===== src/hw/wrsp_bank_pkg.sv =====
// Shared widths, counts and packed types of the write-response bank, imported by every bank module
package wrsp_bank_pkg;

  // Response ID width and the number of IDs it gives
  localparam int IdWidth = 2;
  localparam int NumIds = 2 ** IdWidth;

  // Total slot capacity shared by all IDs
  localparam int NumSlots = 16;
  localparam int SlotWidth = $clog2(NumSlots);

  // Message body bits above the ID field
  localparam int PayloadWidth = 14;

  typedef logic [IdWidth-1:0] id_t;
  typedef logic [SlotWidth-1:0] slot_t;

  // One bit per slot, used for enables, occupancy and the released report
  typedef logic [NumSlots-1:0] slot_mask_t;

  // Response message, ID sits in the low bits
  typedef struct packed {
    logic [PayloadWidth-1:0] payload;
    id_t                     id;
  } msg_t;

  // ID and slot picked for release in the current cycle
  typedef struct packed {
    logic  valid;
    id_t   id;
    slot_t slot;
  } rel_sel_t;

endpackage


===== src/hw/wrsp_bank.sv =====
// Top level of the write-response bank, connects allocator, ID lists, release arbiter and RAM
`timescale 1ns/100ps

module wrsp_bank
  import wrsp_bank_pkg::*;
(
  input  logic       clk_i,
  input  logic       rst_ni,

  // Reservation
  input  id_t        res_id_i,
  input  logic       res_ready_i,
  output logic       res_valid_o,
  output slot_t      res_addr_o,

  // Response input
  input  msg_t       data_i,
  input  logic       in_valid_i,
  output logic       in_ready_o,

  // Release
  input  slot_mask_t release_en_i,
  output msg_t       data_o,
  output logic       out_valid_o,
  input  logic       out_ready_i,
  output slot_mask_t released_o
);

  logic              res_fire;
  logic              fill_we;
  slot_t             fill_slot;
  rel_sel_t          rel_sel;
  logic              rd_en;
  slot_t             rd_slot;
  slot_t [NumIds-1:0] tails;
  logic  [NumIds-1:0] has_filled;

  // Shared by the allocator and the lists
  assign res_fire = res_valid_o && res_ready_i;

  wrsp_slot_alloc wrsp_slot_alloc_inst (
    .clk_i       (clk_i),
    .rst_ni      (rst_ni),
    .res_fire_i  (res_fire),
    .released_i  (released_o),
    .free_slot_o (res_addr_o),
    .any_free_o  (res_valid_o)
  );

  wrsp_id_lists wrsp_id_lists_inst (
    .clk_i        (clk_i),
    .rst_ni       (rst_ni),
    .res_fire_i   (res_fire),
    .res_id_i     (res_id_i),
    .res_slot_i   (res_addr_o),
    .in_valid_i   (in_valid_i),
    .in_id_i      (data_i.id),
    .in_ready_o   (in_ready_o),
    .fill_we_o    (fill_we),
    .fill_slot_o  (fill_slot),
    .rel_sel_i    (rel_sel),
    .tails_o      (tails),
    .has_filled_o (has_filled)
  );

  wrsp_release_arbiter wrsp_release_arbiter_inst (
    .clk_i        (clk_i),
    .rst_ni       (rst_ni),
    .tails_i      (tails),
    .has_filled_i (has_filled),
    .release_en_i (release_en_i),
    .out_ready_i  (out_ready_i),
    .rel_sel_o    (rel_sel),
    .rd_en_o      (rd_en),
    .rd_slot_o    (rd_slot),
    .out_valid_o  (out_valid_o),
    .released_o   (released_o)
  );

  wrsp_slot_ram wrsp_slot_ram_inst (
    .clk_i   (clk_i),
    .we_i    (fill_we),
    .waddr_i (fill_slot),
    .wdata_i (data_i),
    .re_i    (rd_en),
    .raddr_i (rd_slot),
    .rdata_o (data_o)
  );

endmodule


===== src/hw/wrsp_id_lists.sv =====
// Per-ID linked lists of the bank, tracks reserved, filled and released slots in arrival order
`timescale 1ns/100ps

module wrsp_id_lists
  import wrsp_bank_pkg::*;
(
  input  logic               clk_i,
  input  logic               rst_ni,
  input  logic               res_fire_i,
  input  id_t                res_id_i,
  input  slot_t              res_slot_i,
  input  logic               in_valid_i,
  input  id_t                in_id_i,
  output logic               in_ready_o,
  output logic               fill_we_o,
  output slot_t              fill_slot_o,
  input  rel_sel_t           rel_sel_i,
  output slot_t [NumIds-1:0] tails_o,
  output logic  [NumIds-1:0] has_filled_o
);

  // Counts reach NumSlots, hence one extra bit
  typedef logic [SlotWidth:0] count_t;

  // Successor of each slot in its list
  slot_t  next_q [NumSlots];

  // Oldest filled, oldest empty and newest reserved slot per ID
  slot_t  tail_q [NumIds];
  slot_t  fill_q [NumIds];
  slot_t  head_q [NumIds];
  count_t n_filled_q [NumIds];
  count_t n_empty_q [NumIds];

  logic [NumIds-1:0] has_empty;
  logic [NumIds-1:0] list_busy;

  for (genvar i = 0; i < NumIds; i++) begin : g_id
    logic   res;
    logic   wr;
    logic   pop;
    count_t list_len;
    slot_t  tail_d;
    slot_t  fill_d;

    assign res = res_fire_i && (res_id_i == id_t'(i));
    assign wr = fill_we_o && (in_id_i == id_t'(i));
    assign pop = rel_sel_i.valid && (rel_sel_i.id == id_t'(i));
    assign list_len = n_filled_q[i] + n_empty_q[i];

    assign has_empty[i] = (n_empty_q[i] != '0);
    assign list_busy[i] = (list_len != '0);
    assign has_filled_o[i] = (n_filled_q[i] != '0);
    assign tails_o[i] = tail_q[i];

    // New slot becomes the tail when the list is or becomes empty this cycle
    always_comb begin
      if (res && (list_len == '0 || (pop && list_len == count_t'(1)))) begin
        tail_d = res_slot_i;
      end else if (pop) begin
        tail_d = next_q[tail_q[i]];
      end else begin
        tail_d = tail_q[i];
      end
    end

    // New slot becomes the fill pointer when no empty slot is left
    always_comb begin
      if (res && (n_empty_q[i] == '0 || (wr && n_empty_q[i] == count_t'(1)))) begin
        fill_d = res_slot_i;
      end else if (wr) begin
        fill_d = next_q[fill_q[i]];
      end else begin
        fill_d = fill_q[i];
      end
    end

    always_ff @(posedge clk_i or negedge rst_ni) begin
      if (!rst_ni) begin
        tail_q[i] <= '0;
        fill_q[i] <= '0;
        head_q[i] <= '0;
        n_filled_q[i] <= '0;
        n_empty_q[i] <= '0;
      end else begin
        tail_q[i] <= tail_d;
        fill_q[i] <= fill_d;
        if (res) begin
          head_q[i] <= res_slot_i;
        end
        n_filled_q[i] <= n_filled_q[i] + count_t'(wr) - count_t'(pop);
        n_empty_q[i] <= n_empty_q[i] + count_t'(res) - count_t'(wr);
      end
    end
  end

  // Link the new slot behind the current head
  // The head of an empty list may belong to another ID by now, so skip it
  always_ff @(posedge clk_i) begin
    if (res_fire_i && list_busy[res_id_i]) begin
      next_q[head_q[res_id_i]] <= res_slot_i;
    end
  end

  // Fill side
  assign in_ready_o = has_empty[in_id_i];
  assign fill_we_o = in_valid_i && in_ready_o;
  assign fill_slot_o = fill_q[in_id_i];

endmodule


===== src/hw/wrsp_release_arbiter.sv =====
// Release arbiter of the bank, picks the lowest eligible ID and holds the one-entry output stage
`timescale 1ns/100ps

module wrsp_release_arbiter
  import wrsp_bank_pkg::*;
(
  input  logic               clk_i,
  input  logic               rst_ni,
  input  slot_t [NumIds-1:0] tails_i,
  input  logic  [NumIds-1:0] has_filled_i,
  input  slot_mask_t         release_en_i,
  input  logic               out_ready_i,
  output rel_sel_t           rel_sel_o,
  output logic               rd_en_o,
  output slot_t              rd_slot_o,
  output logic               out_valid_o,
  output slot_mask_t         released_o
);

  logic [NumIds-1:0] eligible;
  logic              stage_free;
  logic              out_valid_q;
  slot_mask_t        inflight_q;
  id_t               sel_id;

  // An ID may leave only through its oldest filled slot
  for (genvar i = 0; i < NumIds; i++) begin : g_elig
    assign eligible[i] = has_filled_i[i] && release_en_i[tails_i[i]];
  end

  always_comb begin
    sel_id = '0;
    for (int i = NumIds - 1; i >= 0; i--) begin
      if (eligible[i]) begin
        sel_id = id_t'(i);
      end
    end
  end

  // Stage accepts a new response when empty or draining
  assign stage_free = !out_valid_q || out_ready_i;

  assign rel_sel_o.valid = stage_free && (|eligible);
  assign rel_sel_o.id = sel_id;
  assign rel_sel_o.slot = tails_i[sel_id];

  assign rd_en_o = rel_sel_o.valid;
  assign rd_slot_o = rel_sel_o.slot;

  always_ff @(posedge clk_i or negedge rst_ni) begin
    if (!rst_ni) begin
      out_valid_q <= 1'b0;
    end else if (stage_free) begin
      out_valid_q <= rel_sel_o.valid;
    end
  end

  // Slot of the response in flight, one-hot
  always_ff @(posedge clk_i) begin
    if (rel_sel_o.valid) begin
      inflight_q <= slot_mask_t'(1) << rel_sel_o.slot;
    end
  end

  assign out_valid_o = out_valid_q;
  assign released_o = (out_valid_q && out_ready_i) ? inflight_q : '0;

endmodule


===== src/hw/wrsp_slot_alloc.sv =====
// Slot occupancy tracking of the bank, offers the lowest free slot to the reservation port
`timescale 1ns/100ps

module wrsp_slot_alloc
  import wrsp_bank_pkg::*;
(
  input  logic       clk_i,
  input  logic       rst_ni,
  input  logic       res_fire_i,
  input  slot_mask_t released_i,
  output slot_t      free_slot_o,
  output logic       any_free_o
);

  slot_mask_t occ_q;
  slot_mask_t occ_d;
  slot_mask_t res_mask;

  // Lowest clear bit wins
  always_comb begin
    free_slot_o = '0;
    for (int s = NumSlots - 1; s >= 0; s--) begin
      if (!occ_q[s]) begin
        free_slot_o = slot_t'(s);
      end
    end
  end

  assign any_free_o = ~&occ_q;

  // The reserved slot is always free and the released one always occupied,
  // so the two masks never touch the same bit
  assign res_mask = slot_mask_t'(res_fire_i) << free_slot_o;
  assign occ_d = (occ_q | res_mask) & ~released_i;

  always_ff @(posedge clk_i or negedge rst_ni) begin
    if (!rst_ni) begin
      occ_q <= '0;
    end else begin
      occ_q <= occ_d;
    end
  end

endmodule


===== src/hw/wrsp_slot_ram.sv =====
// Message storage of the bank, one write port for fills and one registered read port for release
`timescale 1ns/100ps

module wrsp_slot_ram
  import wrsp_bank_pkg::*;
(
  input  logic  clk_i,
  input  logic  we_i,
  input  slot_t waddr_i,
  input  msg_t  wdata_i,
  input  logic  re_i,
  input  slot_t raddr_i,
  output msg_t  rdata_o
);

  msg_t mem_q [NumSlots];

  // Write port
  always_ff @(posedge clk_i) begin
    if (we_i) begin
      mem_q[waddr_i] <= wdata_i;
    end
  end

  // Read data holds until the next read
  always_ff @(posedge clk_i) begin
    if (re_i) begin
      rdata_o <= mem_q[raddr_i];
    end
  end

endmodule


===== config.mk =====
export PLATFORM = sky130hd
export DESIGN_NAME = wrsp_bank
export DESIGN_NICKNAME = d
export VERILOG_FILES = /design/src/hw/wrsp_bank_pkg.sv /design/src/hw/wrsp_bank.sv /design/src/hw/wrsp_id_lists.sv /design/src/hw/wrsp_release_arbiter.sv /design/src/hw/wrsp_slot_alloc.sv /design/src/hw/wrsp_slot_ram.sv
export SDC_FILE = /design/constraint.sdc
export NUM_CORES = 1
export LEC_CHECK = 0
export ABC_CLOCK_PERIOD_IN_PS = 4250
export BUFFER_PORTS_ARGS = -buffer_cell sky130_fd_sc_hd__buf_2
export CAP_MARGIN = 15
export CELL_PAD_IN_SITES_DETAIL_PLACEMENT = 1
export CELL_PAD_IN_SITES_GLOBAL_PLACEMENT = 2
export CORE_MARGIN = 5
export CORE_UTILIZATION = 46
export CTS_CLUSTER_DIAMETER = 30
export DETAILED_ROUTE_END_ITERATION = 8
export HOLD_SLACK_MARGIN = 0.15
export PLACE_DENSITY_LB_ADDON = 0.1
export REMOVE_ABC_BUFFERS = 1
export SYNTH_ARGS = -nofsm -noshare
export SYNTH_HDL_FRONTEND = slang
export SYNTH_SLANG_ARGS = --single-unit

===== constraint.sdc =====
create_clock -name clk_i -period 4.25 [get_ports clk_i]
set_input_delay 1.275 -clock clk_i [delete_from_list [all_inputs] [get_ports clk_i]]
set_output_delay 1.275 -clock clk_i [all_outputs]
set_load 0.1 [all_outputs]

==> metrics.md <==
| Metric | Value |
|---|---|
| Status | complete, no violations |
| Global-route wire length before repair | 111000 um |
| Post-synthesis cell count | 1586 |
| Post-synthesis simple-gate area fraction | 0.0663 |
| Pin count of the biggest net entering global routing | 56 |
| Final hold vios | 0 |
| Vias after detailed routing | 15904 |
| Peak Freq | 250 MHz |
| Crit Path Class | in2out |
| Top cell type's share of synthesized area | 0.439 |
| Top cell family by delay on the critical path | buffers and inverters |
| Net Sw Power | 11.7 mW |
| Most used flip-flop cell after synthesis | sky130_fd_sc_hd__edfxtp_1 |
| Congestion Overflow GR | 0 |
| Compound-Gate Fraction of Synth Area | 0.0514 |
| Cell Count, Final, Fillers Out | 2590 |
| Clk buf depth | 3 |
| Post-layout net count | 1941 |
| Required time at the worst-slack endpoint | 2.97 ns |
| Vias in the first global route | 17354 |
| Synth area leader | sky130_fd_sc_hd__edfxtp_1 |
| Post-synthesis instance area | 24100 sq um |
| Number of synthesized flops with an enable pin | 352 |
| Final min period | 4.00 ns |
| Setup slack on the worst flop-to-flop path | 0.38 ns |
| Total DRC errors in the routed layout | 0 |
| Starting Density | 0.466 |
| HPWL after DPL | 50100 um |
| Xor/xnor share of the synthesized area | 0.0160 |
| Number of nets still failing antenna checks after routing | 0 |
| Reg2reg start | wrsp_id_lists_inst.tails_o[12] |
| CTS Hold Bufs | 0 |
| Capturing point of the worst reg2reg path | wrsp_slot_ram_inst.rdata_o[15] |
| Critical path's largest stage delay | 0.36 ns |
| Max_cap viols | 0 |
| IO buf count | 77 |
| Library cell appearing most often on the critical path | sky130_fd_sc_hd__buf_2 |
| Share of cells above drive strength 1 | 0.342 |
| Type of the most critical hold path | reg2reg |
| Fraction of the mapped netlist area in adder cells | 0.0432 |
| Number of primary I/O pins | 78 |
| Worst slew margin | 0.357 |
| Core area | 51600 sq um |
| Logic pwr share | 0.509 |
| Final hold slack | 0.477 ns |
| Clock power frac | 0.256 |
| CTS H-Tree Depth | 3 |
| Detailed Route Iter0 Violations | 1203 |
| Die Ht | 239 um |
| Area of the die | 57000 sq um |
| Buffers inserted by post-CTS timing repair | 0 |
| Worst-case clock skew | 0.0568 ns |
| Pint | 17.9 mW |
| Seq pwr share | 0.235 |
| Hold path startpoint | wrsp_id_lists_inst.head_q[6] |
| Number of clock sinks seen by CTS | 457 |
| Syn-to-layout area delta | 22.9% |
| Proportion of synthesized flip-flops having asynchronous set or reset | 0.230 |
| Count of cells along the worst hold path | 2 |
| Crit path buffers/inverters | 4 |
| Static leakage power | 11.2 nW |
| Number of max-slew violations in the final report | 0 |
| Type of element launching the critical path | input pin |
| Area occupied by registers | 13200 sq um |
| Top routing layer in use | met5 |
| Final weighted congestion in routability-driven placement | 0.859 |
| Synth Register Bits | 457 |
| Ant. Diodes | 0 |
| CP max-delay cell | sky130_fd_sc_hd__o311a_1 |
| Worst Setup End Kind | output port |
| Actual transition at the worst max-transition pin | 0.963 ns |
| Sequential fraction of the synthesis area | 0.548 |
| Core occupancy in the finished layout | 0.573 |
| Worst r2r path cells | 12 |
| Worst path cell trace | buf_2, inv_1, o311a_1, or2_2, buf_4, buf_2 |
| Number of unique standard cell types used by synthesis | 70 |
| Filler cell count in the final layout | 4854 |
| Multi-input gate area | 10200 sq um |
| Largest fanout of any net on the critical path | 4 |
| Clock latency on the worst-skew pair | 0.66 ns |
| Terminating pin of the worst hold path | wrsp_id_lists_inst.head_q[6] |
| Number of clock buffers inserted by TritonCTS | 101 |
| Clock tree from TritonCTS | built |
| Count of warnings emitted by yosys | 0 |
| Met3 wire length | 4160 um |
| Metal-1 WL | 28900 um |
| Multiplexer share of the synthesized area | 0.243 |
| Clock-pin slew on the worst setup and hold paths | 0.04 ns |
| Chip Width | 239 um |
| Pwr per Cell Area | 999 nW/um^2 |
| Average instance area after synthesis | 15.2 sq um |
| Via-per-instance ratio | 6.14 |
| Data arrival time of the worst path | 2.73 ns |
| Switching part of the total power | 0.394 |
| WL final | 72800 um |
| Unrepaired setup endpoints after global routing | no |
| Share of the cycle needed by the critical path after routing | 0.942 |
| Total length of routed met2 wires | 37000 um |
| Worst IR drop on VDD | 674 uV |
| Detailed-route wire length per cell | 28.1 um |
| Final Setup Violations | 0 |
| Cell types with the largest area share after synthesis | sky130_fd_sc_hd__edfxtp_1 (44%), sky130_fd_sc_hd__mux4_2 (21%), sky130_fd_sc_hd__dfrtp_1 (11%) |
| Gr usage total | 0.259 |
| Root Driver | sky130_fd_sc_hd__clkbuf_16 |
| Number of antenna violations at the first check in global routing | 2 |
| Dominant combinational cell family by area after synthesis | multiplexers |
| Pre-antenna DRT Iters | 5 |
| Count of placed standard cells including taps | 2403 |
| Row count | 83 |
[sequential cells by signal, indices dropped and copies added (netlist names), 20 cells and up]
name                           count
wrsp_id_lists_inst.n_empty_q      20
wrsp_id_lists_inst.n_filled_q     20
wrsp_id_lists_inst.next_q         64
wrsp_slot_ram_inst.mem_q         256
[repair_timing]
item                       4_1_cts  5_1_grt
setup endpoints to repair        0        1
gates resized for setup          0        3
hold endpoints to repair         0        0
[metrics by stage]
stage	total power, mW	instance area [sq um]	setup WS (ns)	TNS (ns)
2_1_floorplan	16.3	23700	-1.36	-43.15
3_3_place_gp	21.7	26200	-0.115	-1.17
3_5_place_dp	22.1	26200	-0.266	-2.80
4_1_cts	29.8	29600	0.151	0
5_1_grt	31.1	29600	0.0601	0
6_report	29.6	29600	0.247	0
[worst max path at each step]
stage                                    from                              to  slack, ns  cells after the start
6_report                            data_i[1]                      in_ready_o       0.25                      6
4_1_cts        wrsp_slot_alloc_inst.occ_q[14]                   res_addr_o[0]       0.15                     10
5_1_grt        wrsp_slot_alloc_inst.occ_q[14]                   res_addr_o[0]       0.06                     10
2_1_floorplan                release_en_i[13]  wrsp_slot_ram_inst.rdata_o[11]      -1.36                     10
3_5_place_dp                 release_en_i[11]  wrsp_slot_ram_inst.rdata_o[15]      -0.27                     13
3_3_place_gp                 release_en_i[11]   wrsp_slot_ram_inst.rdata_o[4]      -0.12                     13
[cells in the mapped netlist (6+ instances only)]
master / n
sky130_fd_sc_hd__a22oi_1: 19
sky130_fd_sc_hd__nor2b_1: 21
sky130_fd_sc_hd__nor3_1: 8
sky130_fd_sc_hd__nor2_1: 118
sky130_fd_sc_hd__nand4_1: 6
sky130_fd_sc_hd__a31oi_1: 15
sky130_fd_sc_hd__edfxtp_1: 352
sky130_fd_sc_hd__fa_1: 12
sky130_fd_sc_hd__a21oi_1: 49
sky130_fd_sc_hd__o22a_1: 11
sky130_fd_sc_hd__clkbuf_1: 48
sky130_fd_sc_hd__a21o_1: 12
sky130_fd_sc_hd__o21ai_0: 41
sky130_fd_sc_hd__xnor2_1: 27
sky130_fd_sc_hd__ha_1: 64
sky130_fd_sc_hd__buf_1: 12
sky130_fd_sc_hd__dfrtp_1: 105
sky130_fd_sc_hd__buf_2: 14
sky130_fd_sc_hd__and3_1: 16
sky130_fd_sc_hd__mux2_2: 16
sky130_fd_sc_hd__nand2b_1: 15
sky130_fd_sc_hd__xor2_1: 17
sky130_fd_sc_hd__nand3_1: 37
sky130_fd_sc_hd__inv_1: 93
sky130_fd_sc_hd__mux4_2: 222
sky130_fd_sc_hd__nand2_1: 88
sky130_fd_sc_hd__mux2i_1: 65
[worst register-to-register path, delay by kind of cell, from the launching register on]
family	cells	cell delay [ns]
muxes	4	1.42
and+or+nand+nor	4	0.61
AOI/OAI and AO/OA	2	0.46
buffers and inverters	2	0.43
DFF	1	0.70
[kinds of logic after synthesis]
kind of cell               count (synthesis)
DFF                                      457
and+or+nand+nor                          339
buffers and inverters                    179
adders and majority gates                 76
xor gates and xnor gates                  44
muxes                                    304
AOI/OAI and AO/OA                        187
[final cells by class]
class	count	share of cell area
Sequential cell	457	0.446
Multi-Input combinational cell	950	0.344
Clock buffer	118	0.0900
Timing Repair Buffer	221	0.0552
Tap cell	680	0.0287
Clock inverter	69	0.0242
Inverter	95	0.0120
[power by group through the flow]
stage | clock, mW | sequential [mW] | combinational, mW
after CTS | 7.68 | 6.97 | 15.2
after global routing | 7.96 | 7.05 | 16.1
after global placement | 0 | 6.99 | 14.7
final | 7.57 | 6.96 | 15.0
after detailed placement | 0 | 7.03 | 15.0
after floorplan | 0 | 7.61 | 8.68
[cells in the final DEF, fill, tap and decap left out, types with 21 or more instances in the layout]
cell type	n
sky130_fd_sc_hd__a21oi_1	48
sky130_fd_sc_hd__buf_2	75
sky130_fd_sc_hd__buf_4	133
sky130_fd_sc_hd__clkbuf_16	102
sky130_fd_sc_hd__dfrtp_1	105
sky130_fd_sc_hd__edfxtp_1	352
sky130_fd_sc_hd__ha_1	64
sky130_fd_sc_hd__inv_1	93
sky130_fd_sc_hd__mux2i_1	65
sky130_fd_sc_hd__mux4_2	222
sky130_fd_sc_hd__nand2_1	88
sky130_fd_sc_hd__nand3_1	37
sky130_fd_sc_hd__nor2_1	101
sky130_fd_sc_hd__nor2b_1	21
sky130_fd_sc_hd__o21ai_0	39
sky130_fd_sc_hd__xnor2_1	27
[layer usage]
metal | track usage | vias to the layer above
li1 | - | 6727
met1 | 0.334 | 8405
met4 | 0.101 | 2
met3 | 0.0442 | 159
met2 | 0.441 | 611
met5 | 0 | -
No activity file was read; power rests on OpenSTA's default activity.
